File: src/ebox_defines.svh
`ifndef EBOX_DEFINES_SVH
`define EBOX_DEFINES_SVH

// Machine word, bits numbered 0 (MSB) to 35
`define EBOX_WORD_WIDTH 36

// Control RAM addressing
`define EBOX_CRAM_ADR_WIDTH 8

// Immediate constant carried in each microword
`define EBOX_MAGIC_WIDTH 9

// Words in flight between sequencer and data path
`define EBOX_QUEUE_DEPTH 4

`endif

File: src/microQueueIf.sv
`timescale 1ns/1ps

// Control words and credits between sequencer, queue and data path
interface microQueueIf #(
  parameter type payload_t = logic
) ();

  logic     push;                                       // Sequencer writes word
  payload_t word;
  logic     headValid;                                  // Queue not empty
  payload_t headWord;                                   // Oldest entry
  logic     take;                                       // Data path consumes head
  logic     credit;                                     // One slot freed

  modport sequencer (
    output push, word,
    input  credit
  );

  modport queueIn (
    input push, word
  );

  modport queueOut (
    output headValid, headWord,
    input  take
  );

  modport executor (
    input  headValid, headWord,
    output take, credit
  );

endinterface

File: src/microWordQueue.sv
`timescale 1ns/1ps
`include "ebox_defines.svh"

module microWordQueue #(
  parameter type payload_t = logic
) (
  input  logic          eboxClk,
  input  logic          reset,
  microQueueIf.queueIn  inSide,
  microQueueIf.queueOut outSide
);

  localparam int depth      = `EBOX_QUEUE_DEPTH;
  localparam int ptrWidth   = $clog2(depth);
  localparam int countWidth = $clog2(depth + 1);

  payload_t              mem [0:depth-1];
  logic [ptrWidth-1:0]   wrPtr;
  logic [ptrWidth-1:0]   rdPtr;
  logic [countWidth-1:0] count;

  assign outSide.headValid = count != '0;
  assign outSide.headWord  = mem[rdPtr];                // Oldest entry

  always_ff @(posedge eboxClk) begin
    if (inSide.push) begin
      mem[wrPtr] <= inSide.word;
    end
  end

  always_ff @(posedge eboxClk) begin
    if (reset) begin
      wrPtr <= '0;
      rdPtr <= '0;
      count <= '0;
    end else begin
      if (inSide.push) begin
        wrPtr <= (wrPtr == ptrWidth'(depth - 1)) ? '0 : wrPtr + ptrWidth'(1);
      end
      if (outSide.take) begin
        rdPtr <= (rdPtr == ptrWidth'(depth - 1)) ? '0 : rdPtr + ptrWidth'(1);
      end
      case ({inSide.push, outSide.take})
        2'b10:   count <= count + countWidth'(1);
        2'b01:   count <= count - countWidth'(1);
        default: count <= count;                        // Both or neither
      endcase
    end
  end

  // Credits upstream keep this from firing
  noOverflow: assert property (
    @(posedge eboxClk) disable iff (reset)
    inSide.push |-> count != countWidth'(depth)
  );

  noUnderflow: assert property (
    @(posedge eboxClk) disable iff (reset)
    outSide.take |-> count != '0
  );

endmodule

File: src/flat_wrapper.sv
// flat-port wrapper written by rule: the top's interface ports become plain ports
module microWordQueue_flat 
#(
  parameter type payload_t = logic
)
  (eboxClk, reset, inSide_push, inSide_word, outSide_headValid, outSide_headWord, outSide_take);
  microQueueIf #(.payload_t(payload_t)) inSide_i ();
  microQueueIf #(.payload_t(payload_t)) outSide_i ();
  input  logic eboxClk;
  input  logic reset;
  input wire logic [$bits(inSide_i.push)-1:0] inSide_push;
  input wire logic [$bits(inSide_i.word)-1:0] inSide_word;
  output wire logic [$bits(outSide_i.headValid)-1:0] outSide_headValid;
  output wire logic [$bits(outSide_i.headWord)-1:0] outSide_headWord;
  input wire logic [$bits(outSide_i.take)-1:0] outSide_take;
  assign inSide_i.push = inSide_push;
  assign inSide_i.word = inSide_word;
  assign outSide_headValid = outSide_i.headValid;
  assign outSide_headWord = outSide_i.headWord;
  assign outSide_i.take = outSide_take;
  microWordQueue #(.payload_t(payload_t)) u_core (.eboxClk(eboxClk), .reset(reset), .inSide(inSide_i), .outSide(outSide_i));
endmodule
File: config.mk
export PLATFORM = sky130hd
export DESIGN_NAME = microWordQueue_flat
export DESIGN_NICKNAME = d
export VERILOG_FILES = /design/src/microQueueIf.sv /design/src/microWordQueue.sv /design/src/flat_wrapper.sv
export VERILOG_INCLUDE_DIRS = /design/src
export SDC_FILE = /design/constraint.sdc
export NUM_CORES = 1
export LEC_CHECK = 0
export BUFFER_PORTS_ARGS = -buffer_cell sky130_fd_sc_hd__buf_4
export CAP_MARGIN = 10
export CORE_AREA = 2 2 39 41
export DETAILED_ROUTE_END_ITERATION = 16
export DIE_AREA = 0 0 41 43
export HOLD_SLACK_MARGIN = 0.02
export PLACE_DENSITY = 0.65
export SETUP_SLACK_MARGIN = 0.02
export SLEW_MARGIN = 20
export SYNTH_ARGS = -nofsm -noshare
export SYNTH_HDL_FRONTEND = slang
export SYNTH_SLANG_ARGS = --single-unit
File: constraint.sdc
create_clock -name eboxClk -period 1.8 [get_ports eboxClk]
set_input_delay 0.09 -clock eboxClk [delete_from_list [all_inputs] [get_ports eboxClk]]
set_output_delay 0.09 -clock eboxClk [all_outputs]
set_load 0.005 [all_outputs]
==> metrics.json <==
{
  "status": "completed",
  "critical_path_arrival_ns": 1.69,
  "required_ns": 2.00,
  "antenna_found_initial": 0,
  "cts_buffers": 3,
  "gr_usage_total_pct": 11.4,
  "synth_edf_count": 4,
  "final_period_minus_worst_setup_slack_ns": 1.49,
  "fp.coreArea_um2": 1380,
  "post-route-drc-count": 0,
  "clk_latency_ns": 0.27,
  "syn-cell-area_um2": 583,
  "nets": 76,
  "antenna_cells_inserted": 0,
  "layout-area-overhead-vs-synth_pct": 19.1,
  "drv_cap": 0,
  "cts.clk_slew.worst_paths_ns": 0.07,
  "fin_setup_tns_ns": 0,
  "final_hold_viol_count": 0,
  "timing.critical_path.to_type": "flop",
  "gp_congestion": 0.774,
  "synthTopCellsByArea": "dfxtp_1, edfxtp_1, ha_1",
  "max_clock_freq_mhz": 673,
  "die_h_um": 43,
  "yosysWarningCount": 0,
  "initial_utilization_pct": 42.1,
  "std_cell_rows": 14,
  "detail-route-antenna-nets": 0,
  "grt_overflow_total": 0,
  "leakage_nw": 0.303,
  "place_worst_setup_slack_ns": 0.222,
  "synth.largest_area_cell": "dfxtp_1",
  "post_route_cells_drive_above_1_share_pct": 15.9,
  "die_area_um2": 1760,
  "clock-skew-final_ns": 0.000842,
  "placement.io_buffers": 6,
  "ys_seq_elements": 13,
  "synth.cells.most_frequent": "dfxtp_1, nor2_1, ha_1, inv_1",
  "average_size_of_a_mapped_cell_um2": 11.4,
  "place_hpwl_um": 576,
  "cts.repair.resized": 0,
  "maxSlewHeadroom_pct": 89.4,
  "grt_first_pass_wirelength_um": 1230,
  "grt_start_max_net_pins": 8,
  "timing_worst_setup_path_type": "reg2reg",
  "hp-class": "in2reg",
  "avgRoutedWirePerCell_um": 9.18,
  "maxSlewViolCount": 0,
  "numClockSinks": 13,
  "boundary_pin_count": 7,
  "cp_max_fanout": 3,
  "netlist_instances": 51,
  "die_w_um": 41,
  "cts_root_buffer": "clkbuf_4",
  "final_cell_count_no_fill": 79,
  "detailroute.via_count": 371,
  "tritoncts": "built",
  "rsz0062_at_grt": "no",
  "final_core_util_pct": 50.2,
  "area.sequential_um2": 300,
  "seq_area_frac_synth_pct": 51.5,
  "net_count_after_synthesis": 63,
  "setup_viol": 0,
  "drt_iter0_markers": 2,
  "drtPass1Iterations": 2,
  "routed_wirelength_um": 725,
  "final.fill_count": 126,
  "post-route-period-util_pct": 82.5,
  "critical_path_launch_point_type": "flop",
  "first_global_vias": 329,
  "clock_path_buffers": 2,
  "place_inst": 73,
  "power-per-cell-area_nw_per_um2": 890,
  "hold_ws_ns": 0.115,
  "yosysMostFrequentCell": "dfxtp_1",
  "synth_top_area_share_pct": 30.9,
  "synth-async-reset-ratio_pct": 0,
  "htree_levels": 1,
  "timing_worst_slew_pin_value_ns": 0.159,
  "synth.distinct_cells": 14,
  "worst_voltage_drop_across_the_vdd_grid_mv": 0.369,
  "main_flop_type_after_synthesis": "dfxtp_1",
  "post-route-worst-setup-slack_ns": 0.314,
  "drt-vias-per-instance": 4.70,
  "multi_input_comb_area_um2": 260
}
through the flow:
step / area [um^2] / power, mW
2_1_floorplan: 583 / 0.412
3_3_place_gp: 648 / 0.449
3_5_place_dp: 648 / 0.453
4_1_cts: 684 / 0.632
5_1_grt: 694 / 0.675
6_report: 694 / 0.618
placed cells by master, fill, tap and decap left out:
| master | n |
|---|---|
| a21oi_1 | 3 |
| and2_1 | 4 |
| buf_4 | 6 |
| clkbuf_1 | 1 |
| clkbuf_4 | 3 |
| dfxtp_1 | 9 |
| dlygate4sd3_1 | 2 |
| edfxtp_1 | 4 |
| fa_1 | 1 |
| ha_1 | 6 |
| inv_1 | 6 |
| mux2i_1 | 3 |
| mux4_2 | 1 |
| nor2_1 | 8 |
| nor3b_1 | 1 |
| o21ai_0 | 1 |
| or3_1 | 2 |
| xor2_1 | 2 |
critical path, stage by stage (launching register included):
cell and delay (ns):
dfxtp_1 0.37, inv_1 0.07, fa_1 0.40, xor2_1 0.15, or3_1 0.30, a21oi_1 0.13
final cells by class:
cell class | count | area share (%)
sequential | 13 | 43.2
multi-input combinational | 32 | 37.5
timing repair buffer | 8 | 9.37
clock buffer | 4 | 3.78
inverter | 6 | 3.24
tap | 16 | 2.88
cells by family (layout without fill, tap and decap cells):
family	Yosys count	in the layout	synth area share, %
and+or+nand+nor	15	15	12.9
DFF	13	13	51.5
adders and majority gates	7	7	16.3
buffers and inverters	6	18	3.86
AOI/OAI and AO/OA	4	4	3.43
muxes	4	4	9.01
xor gates and xnor gates	2	2	3.00
path summary, 6_finish.rpt:
path	from	end	slack, ns	cells past startpoint
setup / recovery	u_core.count[0]	u_core.count[2]	0.31	5
setup reg to reg	u_core.count[0]	u_core.count[2]	0.31	5
hold / removal	inSide_push	u_core.wrPtr[1]	0.12	3
hold reg to reg	u_core.count[2]	u_core.count[2]	0.49	2
what timing repair did:
item                                    4_1_cts  5_1_grt
endpoints found under the setup margin        0        0
hold buffers                                  1        1
setup buffers                                 0        0
endpoints found under the hold margin         4        3
where the power goes:
part	leakage [nW]	total [mW]	internal [mW]	switching [mW]
sequential	0.111	0.341	0.327	0.0149
clock	0.0150	0.172	0.0857	0.0864
combinational	0.177	0.105	0.0582	0.0465
total	0.303	0.618	0.470	0.148
metal layers:
layer | wire length [um] | global-route usage, % | up-vias
met5 | 0 | 0 | -
met4 | 9 | 10.0 | 0
met3 | 27 | 6.28 | 2
met2 | 358 | 15.6 | 5
met1 | 329 | 11.7 | 169
li1 | - | - | 195
(Power assumes the default switching activity.)
